**src/fpc_format_pkg.sv**
```systemverilog
/* IEEE 754 single and double format constants, field structs,
   the operand union read as double or boxed single, canonical NaNs */
package fpc_format_pkg;

  // Field widths and exponent biases
  localparam int S_EXP_W = 8;
  localparam int S_MAN_W = 23;
  localparam int S_BIAS  = 127;
  localparam int D_EXP_W = 11;
  localparam int D_MAN_W = 52;
  localparam int D_BIAS  = 1023;

  localparam logic [31:0] S_BOX = 32'hFFFF_FFFF;  // Upper half of a boxed single

  // ----------------------------
  // Field layouts
  // ----------------------------
  typedef struct packed {
    logic               sign;
    logic [D_EXP_W-1:0] exp;
    logic [D_MAN_W-1:0] man;
  } fp_d_t;

  typedef struct packed {
    logic               sign;
    logic [S_EXP_W-1:0] exp;
    logic [S_MAN_W-1:0] man;
  } fp_s_t;

  typedef struct packed {
    logic [31:0] box;  // All ones when properly boxed
    fp_s_t       sp;
  } fp_s_boxed_t;

  // One 64-bit operand word, decoded by the operation
  typedef union packed {
    fp_d_t       d;
    fp_s_boxed_t s;
  } fp_word_u;

  typedef struct packed {
    logic is_nan;
    logic is_inf;
    logic is_zero;  // Subnormals land here too
  } fp_class_t;

  // Canonical quiet NaNs, single one already boxed
  localparam logic [63:0] CANON_NAN_S = {S_BOX, 32'h7FC0_0000};
  localparam logic [63:0] CANON_NAN_D = 64'h7FF8_0000_0000_0000;

endpackage

```
**src/fpc_op_pkg.sv**
```systemverilog
/* Conversion opcodes, rounding modes, opcode helpers
   and the request structs passed between pipeline stages */
package fpc_op_pkg;

  // Opcodes as seen by the core
  typedef enum logic [3:0] {
    FCVT_W_S  = 4'b0000,  // Single to int32
    FCVT_WU_S = 4'b0001,  // Single to uint32
    FCVT_L_S  = 4'b0010,  // Single to int64
    FCVT_LU_S = 4'b0011,  // Single to uint64
    FCVT_S_W  = 4'b0100,  // Int32 to single
    FCVT_S_WU = 4'b0101,
    FCVT_S_L  = 4'b0110,
    FCVT_S_LU = 4'b0111,
    FCVT_S_D  = 4'b1000,  // Double to single
    FCVT_D_S  = 4'b1001   // Single to double
  } fpc_op_e;

  typedef enum logic [2:0] {
    RNE = 3'b000,  // Nearest, ties to even
    RTZ = 3'b001,
    RDN = 3'b010,
    RUP = 3'b011,
    RMM = 3'b100   // Nearest, ties away
  } round_mode_e;

  // ----------------------------
  // Opcode groups
  // ----------------------------
  function automatic logic op_is_f2i(fpc_op_e op);
    return op inside {FCVT_W_S, FCVT_WU_S, FCVT_L_S, FCVT_LU_S};
  endfunction

  function automatic logic op_is_i2f(fpc_op_e op);
    return op inside {FCVT_S_W, FCVT_S_WU, FCVT_S_L, FCVT_S_LU};
  endfunction

  function automatic logic op_is_resize(fpc_op_e op);
    return op inside {FCVT_S_D, FCVT_D_S};
  endfunction

  // Needs a 64-bit integer on either side
  function automatic logic op_is_64(fpc_op_e op);
    return op inside {FCVT_L_S, FCVT_LU_S, FCVT_S_L, FCVT_S_LU};
  endfunction

  // Stage 1 to stage 2
  typedef struct packed {
    logic                     valid;
    fpc_op_e                  op;
    round_mode_e              rm;
    logic [63:0]              int_mag;   // Absolute value of the integer
    logic                     int_sign;
    fpc_format_pkg::fp_word_u operand;
    fpc_format_pkg::fp_class_t cls;
    logic                     illegal;   // 64-bit op on a 32-bit core
  } fpc_req_t;

  // Stage 2 to stage 3
  typedef struct packed {
    logic        valid;
    fpc_op_e     op;
    round_mode_e rm;
    logic        sign;
    logic [63:0] int_val;     // Final float-to-int result
    logic [10:0] exp;         // Biased single exponent
    logic [52:0] man;         // Hidden bit plus fraction
    logic        guard;
    logic        round;
    logic        sticky;
    logic        nv;
    logic        nx;
    logic        bypass;      // bypass_val is already final
    logic [63:0] bypass_val;
  } fpc_mid_t;

endpackage

```
**src/fp_converter.sv**
```systemverilog
/* Converter top: three-stage pipeline of unpack, convert
   and round/pack, plus the busy indication */
`timescale 1ns/10ps

module fp_converter #(
  parameter int XLEN = 64
) (
  input  logic                    clk,
  input  logic                    reset_n,
  input  logic                    start,
  input  fpc_op_pkg::fpc_op_e     op,
  input  fpc_op_pkg::round_mode_e rm,
  input  logic [XLEN-1:0]         int_operand,
  input  logic [63:0]             fp_operand,
  output logic                    done,
  output logic                    busy,
  output logic [XLEN-1:0]         int_result,
  output logic [63:0]             fp_result,
  output logic                    flag_nv,
  output logic                    flag_nx
);
  import fpc_op_pkg::*;

  fpc_req_t    req;           // Stage 1 register
  fpc_mid_t    mid;           // Stage 2 register
  logic [63:0] int_result_w;

  fpc_unpack #(.XLEN(XLEN)) u_unpack (
    .clk         (clk),
    .reset_n     (reset_n),
    .start       (start),
    .op          (op),
    .rm          (rm),
    .int_operand (int_operand),
    .fp_operand  (fp_operand),
    .req         (req)
  );

  fpc_convert #(.XLEN(XLEN)) u_convert (
    .clk     (clk),
    .reset_n (reset_n),
    .req     (req),
    .mid     (mid)
  );

  fpc_round_pack u_round_pack (
    .clk        (clk),
    .reset_n    (reset_n),
    .mid        (mid),
    .done       (done),
    .int_result (int_result_w),
    .fp_result  (fp_result),
    .flag_nv    (flag_nv),
    .flag_nx    (flag_nx)
  );

  assign int_result = int_result_w[XLEN-1:0];     // Low word on RV32
  assign busy       = req.valid || mid.valid || done;  // Any stage occupied

endmodule

```
**src/fpc_convert.sv**
```systemverilog
/* Stage 2 of the converter: leading one search for int to float,
   float to int shift with saturation, single and double resizing */
`timescale 1ns/10ps

module fpc_convert #(
  parameter int XLEN = 64
) (
  input  logic                 clk,
  input  logic                 reset_n,
  input  fpc_op_pkg::fpc_req_t req,
  output fpc_op_pkg::fpc_mid_t mid
);
  import fpc_format_pkg::*;
  import fpc_op_pkg::*;

  localparam int REBIAS = D_BIAS - S_BIAS;  // 896

  fpc_mid_t mid_d;

  // Int to float
  logic [5:0]         msb;
  logic [63:0]        norm;
  // Float to int
  fp_s_t              fs;
  logic signed [9:0]  ue;                   // Unbiased exponent
  logic signed [9:0]  max_ue;
  logic               min_edge;
  logic [127:0]       fix_sh;               // 64.64 fixed point
  logic [63:0]        f2i_mag;
  logic [63:0]        f2i_neg;
  logic [63:0]        f2i_val;
  logic [63:0]        pos_lim;
  logic [63:0]        neg_lim;
  // Double to single
  fp_d_t              fd;
  logic signed [12:0] adj_exp;

  assign fs = req.operand.s.sp;
  assign fd = req.operand.d;

  // Priority count, highest set bit wins
  always_comb begin
    msb = '0;
    for (int i = 0; i < XLEN; i++) begin
      if (req.int_mag[i]) msb = 6'(i);
    end
  end
  assign norm = req.int_mag << (6'd63 - msb);  // Leading one to bit 63

  // ----------------------------
  // Float to int datapath
  // ----------------------------
  assign ue       = $signed({2'b00, fs.exp}) - $signed(10'(S_BIAS));
  assign max_ue   = op_is_64(req.op) ? (req.op[0] ? 10'sd63 : 10'sd62)
                                     : (req.op[0] ? 10'sd31 : 10'sd30);
  assign min_edge = !req.op[0] && fs.sign && (ue == max_ue + 10'sd1) && (fs.man == '0);
  assign fix_sh   = {63'd0, 1'b1, fs.man, 41'd0} << ue[5:0];
  assign f2i_mag  = fix_sh[127:64];
  assign f2i_neg  = (!req.op[0] && fs.sign) ? -f2i_mag : f2i_mag;
  assign f2i_val  = op_is_64(req.op) ? f2i_neg : {{32{f2i_neg[31]}}, f2i_neg[31:0]};

  // Saturation limits, 32-bit ones sign extended
  always_comb begin
    pos_lim = '1;
    neg_lim = '0;
    if (!req.op[0]) begin
      pos_lim = op_is_64(req.op) ? 64'h7FFF_FFFF_FFFF_FFFF : 64'h0000_0000_7FFF_FFFF;
      neg_lim = op_is_64(req.op) ? 64'h8000_0000_0000_0000 : 64'hFFFF_FFFF_8000_0000;
    end
  end

  assign adj_exp = $signed({2'b00, fd.exp}) - $signed(13'(REBIAS));

  always_comb begin
    mid_d = '0;                                 // Idle slots carry nothing
    if (req.valid) begin
      mid_d.valid = 1'b1;
      mid_d.op    = req.op;
      mid_d.rm    = req.rm;
      if (req.illegal) begin
        mid_d.nv     = 1'b1;                    // Rejected, results stay zero
        mid_d.bypass = 1'b1;
      end else if (op_is_i2f(req.op)) begin
        mid_d.sign = req.int_sign;
        if (req.int_mag == '0) begin
          mid_d.bypass     = 1'b1;
          mid_d.bypass_val = {S_BOX, 32'd0};    // Boxed +0
        end else begin
          mid_d.exp    = 11'(S_BIAS) + 11'(msb);
          mid_d.man    = 53'(norm[63:40]);      // Hidden bit and 23 fraction bits
          mid_d.guard  = norm[39];
          mid_d.round  = norm[38];
          mid_d.sticky = |norm[37:0];
        end
      end else if (op_is_f2i(req.op)) begin
        if (req.cls.is_nan || req.cls.is_inf) begin
          mid_d.int_val = fs.sign ? neg_lim : pos_lim;
          mid_d.nv      = 1'b1;
        end else if (req.cls.is_zero) begin
          mid_d.int_val = '0;
        end else if (req.op[0] && fs.sign) begin
          mid_d.nx = 1'b1;                      // Negative to unsigned clamps to 0
        end else if (ue < 0) begin
          mid_d.nx = 1'b1;                      // Pure fraction truncates away
        end else if ((ue > max_ue) && !min_edge) begin
          mid_d.int_val = fs.sign ? neg_lim : pos_lim;
          mid_d.nv      = 1'b1;
        end else begin
          mid_d.int_val = f2i_val;
          mid_d.nx      = |fix_sh[63:0];        // Dropped fraction bits
        end
      end else if (req.op == FCVT_S_D) begin
        mid_d.bypass = 1'b1;
        if (req.cls.is_nan) begin
          mid_d.bypass_val = CANON_NAN_S;
        end else if (req.cls.is_inf) begin
          mid_d.bypass_val = {S_BOX, fd.sign, 8'hFF, 23'd0};
        end else if (req.cls.is_zero) begin
          mid_d.bypass_val = {S_BOX, fd.sign, 31'd0};
        end else if (adj_exp >= 13'sd255) begin
          mid_d.bypass_val = {S_BOX, fd.sign, 8'hFF, 23'd0};  // Overflow to inf
          mid_d.nx         = 1'b1;
        end else if (adj_exp < 13'sd1) begin
          mid_d.bypass_val = {S_BOX, fd.sign, 31'd0};         // Flush to zero
          mid_d.nx         = 1'b1;
        end else begin
          mid_d.bypass_val = {S_BOX, fd.sign, adj_exp[7:0], fd.man[51:29]};
          mid_d.nx         = |fd.man[28:0];                   // Truncated mantissa
        end
      end else if (req.op == FCVT_D_S) begin
        mid_d.bypass = 1'b1;                    // Always exact
        if (req.cls.is_nan) begin
          mid_d.bypass_val = CANON_NAN_D;
        end else if (req.cls.is_inf) begin
          mid_d.bypass_val = {fs.sign, 11'h7FF, 52'd0};
        end else if (req.cls.is_zero) begin
          mid_d.bypass_val = {fs.sign, 63'd0};
        end else begin
          mid_d.bypass_val = {fs.sign, 11'(fs.exp) + 11'(REBIAS), fs.man, 29'd0};
        end
      end else begin
        mid_d.bypass = 1'b1;                    // Unknown op, zero and no flags
      end
    end
  end

  always_ff @(posedge clk or negedge reset_n) begin
    if (!reset_n) begin
      mid <= '0;
    end else begin
      mid <= mid_d;
    end
  end

  a_bypass_valid: assert property (@(posedge clk) disable iff (!reset_n)
    mid.bypass |-> mid.valid);

endmodule

```
**src/fpc_round_pack.sv**
```systemverilog
/* Stage 3 of the converter: rounding of int to float results,
   single packing with NaN box, output and flag registers */
`timescale 1ns/10ps

module fpc_round_pack (
  input  logic                 clk,
  input  logic                 reset_n,
  input  fpc_op_pkg::fpc_mid_t mid,
  output logic                 done,
  output logic [63:0]          int_result,
  output logic [63:0]          fp_result,
  output logic                 flag_nv,
  output logic                 flag_nx
);
  import fpc_format_pkg::*;
  import fpc_op_pkg::*;

  logic        grs;        // Any bit lost below the mantissa
  logic        round_up;
  logic [24:0] man_sum;
  logic        carry;
  fp_s_boxed_t packed_s;
  logic [63:0] fp_next;
  logic        wr_int;
  logic        wr_fp;

  assign grs = mid.guard | mid.round | mid.sticky;

  // ----------------------------
  // Rounding decision
  // ----------------------------
  always_comb begin
    case (mid.rm)
      RNE:     round_up = mid.guard && (mid.round || mid.sticky || mid.man[0]);
      RTZ:     round_up = 1'b0;
      RDN:     round_up = mid.sign && grs;     // Away from zero only if negative
      RUP:     round_up = !mid.sign && grs;
      RMM:     round_up = mid.guard;
      default: round_up = 1'b0;                // Reserved modes truncate
    endcase
  end

  assign man_sum = {1'b0, mid.man[23:0]} + 25'(round_up);
  assign carry   = man_sum[24];                // 1.111.. rolled over to 10.000..

  // Pack single, bump exponent on carry
  always_comb begin
    packed_s.box     = S_BOX;
    packed_s.sp.sign = mid.sign;
    packed_s.sp.exp  = mid.exp[S_EXP_W-1:0] + 8'(carry);
    packed_s.sp.man  = man_sum[S_MAN_W-1:0];   // Already zero after a carry
  end

  assign fp_next = mid.bypass ? mid.bypass_val : packed_s;

  // Unknown ops write both results, as zero
  assign wr_int = !(op_is_i2f(mid.op) || op_is_resize(mid.op));
  assign wr_fp  = !op_is_f2i(mid.op);

  // ----------------------------
  // Output registers
  // ----------------------------
  always_ff @(posedge clk or negedge reset_n) begin
    if (!reset_n) begin
      done       <= 1'b0;
      int_result <= '0;
      fp_result  <= '0;
      flag_nv    <= 1'b0;
      flag_nx    <= 1'b0;
    end else begin
      done    <= mid.valid;                        // One pulse per result
      flag_nv <= mid.valid && mid.nv;              // Flags live with done only
      flag_nx <= mid.valid && (mid.nx || grs);
      if (mid.valid && wr_int) begin
        int_result <= mid.int_val;
      end
      if (mid.valid && wr_fp) begin
        fp_result <= fp_next;                      // Held until next write
      end
    end
  end

  a_nv_with_done: assert property (@(posedge clk) disable iff (!reset_n)
    flag_nv |-> done);

endmodule

```
**src/fpc_unpack.sv**
```systemverilog
/* Stage 1 of the converter: operand classification,
   integer sign and magnitude, request register */
`timescale 1ns/10ps

module fpc_unpack #(
  parameter int XLEN = 64
) (
  input  logic                     clk,
  input  logic                     reset_n,
  input  logic                     start,
  input  fpc_op_pkg::fpc_op_e      op,
  input  fpc_op_pkg::round_mode_e  rm,
  input  logic [XLEN-1:0]          int_operand,
  input  fpc_format_pkg::fp_word_u fp_operand,
  output fpc_op_pkg::fpc_req_t     req
);
  import fpc_format_pkg::*;
  import fpc_op_pkg::*;

  logic [63:0] int_ext;
  logic        sign_w;     // Negative 32-bit signed input
  logic        sign_l;
  logic [31:0] mag_w;
  logic [63:0] mag_l;
  logic [63:0] int_mag;
  logic        int_sign;
  fp_class_t   cls;
  logic        illegal;

  // ----------------------------
  // Integer side
  // ----------------------------
  assign int_ext  = 64'(int_operand);                     // Zero fill on RV32
  assign sign_w   = !op[0] && int_ext[31];                // op[0] set means unsigned
  assign sign_l   = !op[0] && int_ext[63];
  assign mag_w    = sign_w ? -int_ext[31:0] : int_ext[31:0];
  assign mag_l    = sign_l ? -int_ext : int_ext;
  assign int_sign = op_is_64(op) ? sign_l : sign_w;
  assign int_mag  = op_is_64(op) ? mag_l : {32'd0, mag_w};
  assign illegal  = (XLEN == 32) && op_is_64(op);         // No 64-bit ints on RV32

  // ----------------------------
  // Float side
  // ----------------------------
  always_comb begin
    if (op == FCVT_S_D) begin
      // Double fields
      cls.is_nan  = (fp_operand.d.exp == '1) && (fp_operand.d.man != '0);
      cls.is_inf  = (fp_operand.d.exp == '1) && (fp_operand.d.man == '0);
      cls.is_zero = (fp_operand.d.exp == '0);
    end else begin
      // Boxed single fields, also used by float to int
      cls.is_nan  = (fp_operand.s.sp.exp == '1) && (fp_operand.s.sp.man != '0);
      cls.is_inf  = (fp_operand.s.sp.exp == '1) && (fp_operand.s.sp.man == '0);
      cls.is_zero = (fp_operand.s.sp.exp == '0);        // Denormals flushed
    end
  end

  always_ff @(posedge clk or negedge reset_n) begin
    if (!reset_n) begin
      req <= '0;
    end else begin
      req.valid <= start;
      if (start) begin                                  // Hold payload otherwise
        req.op       <= op;
        req.rm       <= rm;
        req.int_mag  <= int_mag;
        req.int_sign <= int_sign;
        req.operand  <= fp_operand;
        req.cls      <= cls;
        req.illegal  <= illegal;
      end
    end
  end

  // Core must only issue defined opcodes
  a_known_op: assert property (@(posedge clk) disable iff (!reset_n)
    start |-> (op inside {[FCVT_W_S:FCVT_D_S]}));

endmodule

```
**config.mk**
```make
export PLATFORM = sky130hd
export DESIGN_NAME = fp_converter
export DESIGN_NICKNAME = d
export VERILOG_FILES = /design/src/fpc_format_pkg.sv /design/src/fpc_op_pkg.sv /design/src/fp_converter.sv /design/src/fpc_convert.sv /design/src/fpc_round_pack.sv /design/src/fpc_unpack.sv
export SDC_FILE = /design/constraint.sdc
export NUM_CORES = 1
export LEC_CHECK = 0
export ABC_CLOCK_PERIOD_IN_PS = 5800
export BUFFER_PORTS_ARGS = -buffer_cell sky130_fd_sc_hd__buf_2
export CAP_MARGIN = 10
export CORE_MARGIN = 2
export CORE_UTILIZATION = 45
export CTS_BUF_LIST = sky130_fd_sc_hd__clkbuf_2
export DETAILED_ROUTE_END_ITERATION = 10
export PLACE_DENSITY = 0.66
export SKIP_LAST_GASP = 1
export SLEW_MARGIN = 40
export SYNTH_ARGS = -nofsm -noshare
export SYNTH_HDL_FRONTEND = slang
export SYNTH_SLANG_ARGS = --single-unit
export TNS_END_PERCENT = 10
```
**constraint.sdc**
```tcl
create_clock -name clk -period 5.8 [get_ports clk]
set_input_delay 0.58 -clock clk [delete_from_list [all_inputs] [get_ports clk]]
set_output_delay 0.58 -clock clk [all_outputs]
set_load 0.03 [all_outputs]
```
After elaboration in Yosys (flattened, before gate mapping)
Index checks and enable logic that the tools add are counted.
{"block": "totals", "latchBits": 0, "romBits": 0, "n_memories": 0, "wordCells": 250, "register_bits": 446, "output_inout_bits": 132, "ramBits": 0}
{"block": "classes", "add_sub_neg": 11, "n_shift": 2, "reduce_logical": 52, "bitwise_logic": 2, "eq_ne": 29, "n_mux": 122, "div_mod_pow": 0, "mul": 0, "order_cmp": 4}
{"op": "$mux 64", "n": 18}
{"op": "$mux 6", "n": 62}
{"op": "$mux 63", "n": 4}
{"op": "$mux 207", "n": 1}
{"op": "$mux 65", "n": 3}
{"op": "$mux 67", "n": 2}
{"op": "$neg 64->64", "n": 2}
{"op": "$shl 65x6->128", "n": 1}
{"op": "$mux 31", "n": 4}
{"op": "$logic_not 64->1", "n": 1}
{"op": "$mux 32", "n": 2}
{"op": "$reduce_or 64->1", "n": 1}
{"op": "$shl 64x6->64", "n": 1}
{"op": "$logic_not 52->1", "n": 1}
{"op": "$reduce_bool 52->1", "n": 1}
{"op": "$logic_not 23->1", "n": 2}
{"op": "$eq 4x3->1 const B", "n": 10}
{"op": "$reduce_or 38->1", "n": 1}
{"op": "$neg 32->32", "n": 1}
{"op": "$reduce_or 29->1", "n": 1}
{"op": "$add 24x1->25", "n": 1}
{"op": "$eq 4x2->1 const B", "n": 6}
{"op": "$reduce_bool 4->1", "n": 6}
{"op": "$reduce_bool 23->1", "n": 1}
{"op": "other kinds (32)", "n": 89}

Longest topological paths before layout
Gate-level depths: netlist (run 1).
{"block": "depth", "depth_word": 69, "depth_mapped": 22}

By module
Synthesis (run 1) repeated with hierarchy kept, for this count alone.
{"block": "hier_totals", "cells_unflattened": 3214, "area_unflattened_um2": 29331.9}
{"mod": "fpc_convert", "instances": 1, "cells_each": 2061, "area_per_inst_um2": 16771.1, "seq_area_each_um2": 4329.2}
{"mod": "fpc_unpack", "instances": 1, "cells_each": 637, "area_per_inst_um2": 6765.2, "seq_area_each_um2": 3503.4}
{"mod": "fpc_round_pack", "instances": 1, "cells_each": 515, "area_per_inst_um2": 5789.3, "seq_area_each_um2": 3278.1}
{"mod": "fp_converter", "instances": 1, "cells_each": 1, "area_per_inst_um2": 6.3, "seq_area_each_um2": 0.0}

Worst setup path before layout (run 1)
OpenSTA, ideal clock, no wires.
{"block": "synth_path", "kind": "register -> register", "from": "register, netlist name u_unpack.req[27]", "to": "register, netlist name u_convert.mid[194]", "synth_period_minus_slack_ns": 5.384, "required_time_ns": 5.651, "path_buffers": 3, "setup_ns": 0.149, "path_slack_ns": 0.416, "t_arrival_ns": 5.235, "stages_incl_launch_ff": 18, "cell_sequence": "dfrtp_1 inv_1 buf_2 buf_2 ha_1 buf_6 mux2_1 mux2_2 mux4_2 or3_1 a211o_1 nor4b_2 nand4_1 or4_4 or4_4 o21a_1 xor2_1 a21oi_2"}

==> reports/results.ini, run 1 <==
[power]
power_mw=10.63
irDropWorstVdd_mv=0.1249
switching_share_pct=44.15
cellLeakagePower_nw=15.27
p_clk_share_pct=19.9
power.density_nw_per_um2=317.2
switchingPower_mw=4.691
seq_power_share_pct=33.9
power.internal_mw=5.934
power_frac_comb_pct=46.1

[drt]
route.detailed.drc=0
vias=26350
vias_per_cell=5.909
dr.pass1.iters=6
drt-initial-drc-count=2991
final_antenna_net_count=0
wirelength_mm=94.22
wl_per_cell_um=21.13

[floorplan]
rows=90
fp.dieW_um=251.5
start_util_pct=45.58
dieHeight_um=251.5
coreArea_sq_um=60470
die_area_sq_um=63240
pin_count=270

[synth]
avgSynthCellArea_sq_um=8.975
syn_inst=3071
ys_warn_count=0
ys_seq_area_share_pct=40.04
syn_area_sq_um=27560
ys_ff_latch=441
synth_ff_type=dfrtp_1
synth_cell_types=85
synth_edf_count=0
syn_nets=3227
synthArstFlopShare_pct=100.0

[clocking]
clk_pin_slew_worst_paths_ns=0.11
cts_tree=built
numCtsBuffers=109
cts_root_buffer=clkbuf_2
cts.path.max_buffers=3
clock-sinks=441
clk_latency_ns=1.21
htree_levels=3

[timing]
setup_tns_ns=0
period_needed_ns=5.595
finalHoldViolCount=0
tightest_slew_ns=0.8703
clock_skew_ns=0.1598
rsz0062_at_grt=false
fin_crit_sh_pct=96.47
drv_slew=0
setup_viol=0
fmax_ghz=0.1787
max-slew-margin-rel_pct=41.37

[global_route]
grt_pass1_wl_mm=146.8
grt_max_degree=125
grt.overflow.total=0
first_global_vias=25739
grt_use_total_pct=29.38
grt_antenna_before_repair=8

[cells_and_area]
layout_common_cells=440 x dfrtp_1, 280 x nor2_1, 278 x a21oi_1
finalNonFillerCells=4459
nets=3740
syn_to_final_growth_pct=21.55
drive_gt1_share_pct=21.18
final_common_cell=dfrtp_1
fill_cells=5414
final_area_sq_um=33500

[min_path]
hp-class=input port to flop
holdCritStartpoint=fp_operand[0]
hold_depth=3
hold_end=u_unpack.req[4]

[critical_path]
startpoint_type=flop
rr_endpoint=u_convert.mid[194]
end_kind=flop
path_max_fanout=23
r2r_setup_slack_ns=0.20
cp.arrival_ns=6.62
r2r_start=u_unpack.req[28]
crit_type=flop to flop
cp_data_required_time_ns=6.83
reg2reg_depth=15

[status]
status=completed

[flow_run]
maxCapViolations=0

[placement]
place_hpwl_mm=66.59
placed_cell_area_sq_um=29820
dp.cells=3993
place.gp.congestion=1.032
portBuffers=269

## layout make-up
class,instances,area [sq um],share of cell area (%)
Clock inverter,47,257.7,0.7693
Timing Repair Buffer,606,4626,13.81
Antenna cell,4,10.01,0.02988
Inverter,80,301.5,0.9001
Clock buffer,153,765.7,2.286
Multi-Input combinational cell,2346,15530,46.34
Sequential cell,441,11040,32.94
Tap cell,782,978.4,2.921
## how the worst max path moves through the flow
stage	start	end	slack [ns]
2_1_floorplan	u_unpack.req[27]	u_convert.mid[194]	0.42
3_3_place_gp	u_unpack.req[28]	u_convert.mid[194]	0.47
3_5_place_dp	u_unpack.req[28]	u_convert.mid[194]	0.42
4_1_cts	u_unpack.req[28]	u_convert.mid[194]	0.25
5_1_grt	u_unpack.req[28]	u_convert.mid[194]	0.03
6_report	u_unpack.req[28]	u_convert.mid[194]	0.20
## worst max-delay path, stage by stage (launching register included)
cell,delay [ns]
dfrtp_1,0.52
ha_1,0.34
buf_4,0.28
buf_4,0.28
mux2i_2,0.33
mux2i_1,0.19
mux4_2,0.52
a22oi_1,0.36
mux2i_1,0.23
nor4_2,0.42
nand4_1,0.30
or4_4,0.66
or4_4,0.46
o21a_1,0.21
xor2_1,0.17
a21oi_2,0.14
## what timing repair did
item | in CTS | in global routing
setup endpoints to repair | 0 | 4
setup buffers | 0 | 2
endpoints found under the hold margin | 327 | 0
resized for setup | 0 | 1
hold buffers | 260 | 0
## sequential cells by signal, indices dropped and copies added (netlist names)
register / flops
u_round_pack.done: 1
u_round_pack.int_result: 64
u_convert.mid: 172
u_unpack.req: 140
u_round_pack.flag_nx: 1
u_round_pack.fp_result: 62
u_round_pack.flag_nv: 1
## through the flow
stage	setup WS, ns	hold WS [ns]	util (%)
2_1_floorplan	0.4163	0.2844	-
4_1_cts	0.2515	0.02558	55.33
6_report	0.2048	0.1762	55.40
3_3_place_gp	0.4716	0.4387	49.24
3_5_place_dp	0.4171	0.4473	49.31
5_1_grt	0.03083	0.1041	55.39
## cell families after synthesis
logic type / share of synthesized area (%)
AOI/OAI and AO/OA: 17.93
xor gates and xnor gates: 4.948
adders and majority gates: 0.8172
buffers and inverters: 4.031
DFF: 40.04
muxes: 15.05
and+or+nand+nor: 17.19
## power groups by stage
stage          registers, mW  logic (mW)  clock network [mW]
6_report                3.61        4.90                2.12
5_1_grt                 3.64        5.22                2.36
4_1_cts                 3.60        4.75                2.19
3_5_place_dp            3.66        4.54                   0
3_3_place_gp            3.65        4.57                   0
2_1_floorplan           3.75        2.97                   0
## cells in the mapped netlist, types with 23 or more instances
cell type | number | share of area [%]
and3_1 | 28 | 0.64
o21ai_0 | 240 | 4.4
and2_1 | 43 | 0.98
mux2_2 | 186 | 7.6
mux2i_1 | 150 | 5.4
nand3_1 | 64 | 1.2
mux4_2 | 24 | 2.0
o22ai_1 | 64 | 1.5
nor4_1 | 49 | 1.1
xor2_1 | 76 | 2.4
nor3_1 | 71 | 1.3
a21oi_1 | 278 | 5.0
clkbuf_1 | 162 | 2.2
or4_1 | 23 | 0.63
nand4_1 | 35 | 0.79
a211oi_1 | 27 | 0.74
dfrtp_1 | 441 | 40
xnor2_1 | 76 | 2.4
nand2_1 | 257 | 3.5
nor2b_1 | 44 | 1.0
nor2_1 | 283 | 3.9
inv_1 | 79 | 1.1
## routing by layer
metal  vias to the layer above  routed length (um)  GRT usage (%)
met2                      1209               41860          45.15
li1                      12233                   -              -
met4                         8                2998          11.05
met1                     12705               41560          41.23
met5                         -                  53              0
met3                       195                7749          5.592
(Power assumes the default switching activity.)
==> run 2, diff against run 1 <==
--- a/config.mk
+++ b/config.mk
@@ -17,5 +17,6 @@
 export SLEW_MARGIN = 40
 export SYNTH_ARGS = -nofsm -noshare
 export SYNTH_HDL_FRONTEND = slang
+export SYNTH_HIERARCHICAL = 1
 export SYNTH_SLANG_ARGS = --single-unit
 export TNS_END_PERCENT = 10
==> reports/results.ini, run 2 <==
[status]
status=completed

[critical_path]
end_kind=flop
path_max_fanout=54  ; +130%
startpoint_type=flop
cp.arrival_ns=6.46  ; -0.16 ns
cp-endpoint=u_convert/mid[67]
r2r_setup_slack_ns=0.32  ; +0.12 ns
r2r_start=u_unpack/req[102]
reg2reg_depth=13  ; -2
cp_data_required_time_ns=6.78  ; -0.05 ns
rr_endpoint=u_convert/mid[67]
crit_type=flop to flop
crit_start=u_unpack/req[102]

[floorplan]
pin_count=270  ; unchanged
coreArea_sq_um=64120  ; +6.0%
rows=93  ; +3.3%
die_area_sq_um=66620  ; +5.3%
start_util_pct=45.32  ; -0.26 points
dieHeight_um=258.1  ; +2.6%
fp.dieW_um=258.1  ; +2.6%

[cells_and_area]
drive_gt1_share_pct=22.06  ; +0.87 points
largest-register=u_convert/mid
reg.largest.list=u_convert/mid x172, u_unpack/req x140
layout_common_cells=441 x dfrtp_1, 274 x nor2_1, 267 x buf_2
fill_cells=5848  ; +8.0%
postLayoutCoreUtil_pct=53.40  ; -2.0 points
nets=3765  ; +0.67%
final_common_cell=dfrtp_1
largest_reg_flops=172  ; unchanged
syn_to_final_growth_pct=17.83

[clocking]
cts_root_buffer=clkbuf_2
cts_tree=built
numCtsBuffers=107  ; -1.8%
clock-sinks=443  ; +0.45%
clk_pin_slew_worst_paths_ns=0.10  ; about the same
cts.path.max_buffers=3  ; unchanged
htree_levels=3  ; unchanged
clk_latency_ns=1.17  ; -0.04 ns
cts_resized=0  ; unchanged
post_cts_buffers=0  ; unchanged

[timing]
period_needed_ns=5.480  ; -0.1156 ns
finalWorstSetupSlack_ns=0.3204  ; +0.1156 ns
setup_tns_ns=0  ; unchanged
max-slew-margin-rel_pct=38.00  ; -3.4 points
clock_skew_ns=0.1211  ; -0.03870 ns
fmax_ghz=0.1825  ; +2.1%
drv_slew=0  ; unchanged
tightest_slew_ns=0.9277  ; +0.05738 ns
setup_viol=0  ; unchanged
fin_crit_sh_pct=94.48  ; -2.0 points
finalHoldViolCount=0  ; unchanged
rsz0062_at_grt=false

[global_route]
grt_use_total_pct=29.32  ; -0.066 points
grt_max_degree=127  ; +1.6%
grt_pass1_wl_mm=154.1  ; +4.9%
first_global_vias=25857  ; +0.46%
grt.overflow.total=0  ; unchanged
grt_antenna_before_repair=6  ; -2

[power]
power.density_nw_per_um2=315.8  ; -0.42%
cellLeakagePower_nw=15.00  ; -1.7%
irDropWorstVdd_mv=0.1713  ; +37%
power_mw=10.81  ; +1.8%

[synth]
syn_nets=3334  ; +3.3%
ys_warn_count=6  ; +6
avgSynthCellArea_sq_um=9.140  ; +1.8%
syn_inst=3179  ; +3.5%
syn_area_sq_um=29060  ; +5.4%

[drt]
final_antenna_net_count=0  ; unchanged
wl_per_cell_um=22.11  ; +4.6%
wirelength_mm=100.4  ; +6.6%
route.detailed.drc=0  ; unchanged
vias_per_cell=6.083  ; +2.9%
drt-initial-drc-count=3397  ; +14%
dr.pass1.iters=9  ; +3
vias=27639  ; +4.9%

[placement]
portBuffers=269  ; unchanged
place.gp.congestion=0.9782  ; -5.2%
place_hpwl_mm=72.50  ; +8.9%
dp_slack_ns=0.5797  ; +0.1626 ns

[flow_run]
maxCapViolations=0  ; unchanged

[min_path]
hp-class=input port to flop

==> run 2: cell types whose count changed in the layout (fill, tap and decap cells not counted), moves of 22 or more <==
cell           delta
o21ai_0          -70
mux2_2           -22
nor2b_1          -30
dlygate4sd3_1    -71
inv_1            +33
a31oi_1          +58
==> run 2: how the worst min path moves through the flow <==
| stage | startpoint | end | depth (start not counted) |
|---|---|---|---|
| after CTS | rm[2] | u_unpack/req[135] | 3 |
| after detailed placement | u_convert/mid[65] | u_round_pack/flag_nx | 1 |
| after global routing | rm[2] | u_unpack/req[135] | 3 |
| after floorplan | reset_n | u_convert/mid[0] | 0 |
| final | rm[2] | u_unpack/req[135] | 3 |
| after global placement | u_unpack/req[52] | u_convert/mid[19] | 1 |
==> run 2: cell type report <==
class / instances / area [sq um] / area share [%]
well taps: 855 / 1070 / 3.125
multi-input cells: 2387 / 16650 / 48.63
diodes: 3 / 7.507 / 0.02193
inverters: 118 / 442.9 / 1.294
clock buffers: 150 / 750.7 / 2.193
flip-flops and latches: 443 / 11090 / 32.39
repair buffers: 553 / 4026 / 11.76
clock inverters: 35 / 202.7 / 0.5920
==> run 2: power breakdown <==
| group | total, mW | internal (mW) | leakage (nW) | switching [mW] |
|---|---|---|---|---|
| combinational | 5.18 | 1.88 | 8.50 | 3.31 |
| clock | 2.05 | 0.792 | 0.731 | 1.26 |
| sequential | 3.58 | 3.28 | 5.77 | 0.301 |
| total | 10.8 | 5.95 | 15.0 | 4.86 |
==> run 2: per-stage QoR <==
| stage | hold WS [ns] | instance area (sq um) | instances |
|---|---|---|---|
| floorplan | 0.2844 | 29060 | 3179 |
| global placement | 0.4565 | 31320 | 4166 |
| detailed placement | 0.4527 | 31340 | 4167 |
| CTS | 0.07164 | 34190 | 4541 |
| global route | 0.1361 | 34240 | 4544 |
| finish | 0.1936 | 34240 | 4544 |
==> run 2: worst max-delay path: stages, from the launching register on <==
cell	delay (ns)
dfrtp_1	0.49
inv_1	0.17
a221oi_1	0.33
nor3b_1	0.53
o211ai_2	0.34
a21oi_4	0.24
buf_4	0.63
o21ai_0	0.42
mux4_2	0.68
o21ai_0	0.21
o311ai_1	0.12
or4_1	0.50
a2111oi_0	0.46
a31oi_1	0.17
==> run 2: timing repair <==
action / 4_1_cts / 5_1_grt
hold buffers: 189 / 0
setup endpoints to repair: 0 / 0
endpoints found under the hold margin: 240 / 0
==> run 2: per-layer routing <==
metal  global-route usage, %  share of wire (%)
met5                       0              0.018
met4                   9.682                2.7
met3                   5.703                8.8
met2                   42.44                 43
met1                   43.77                 46
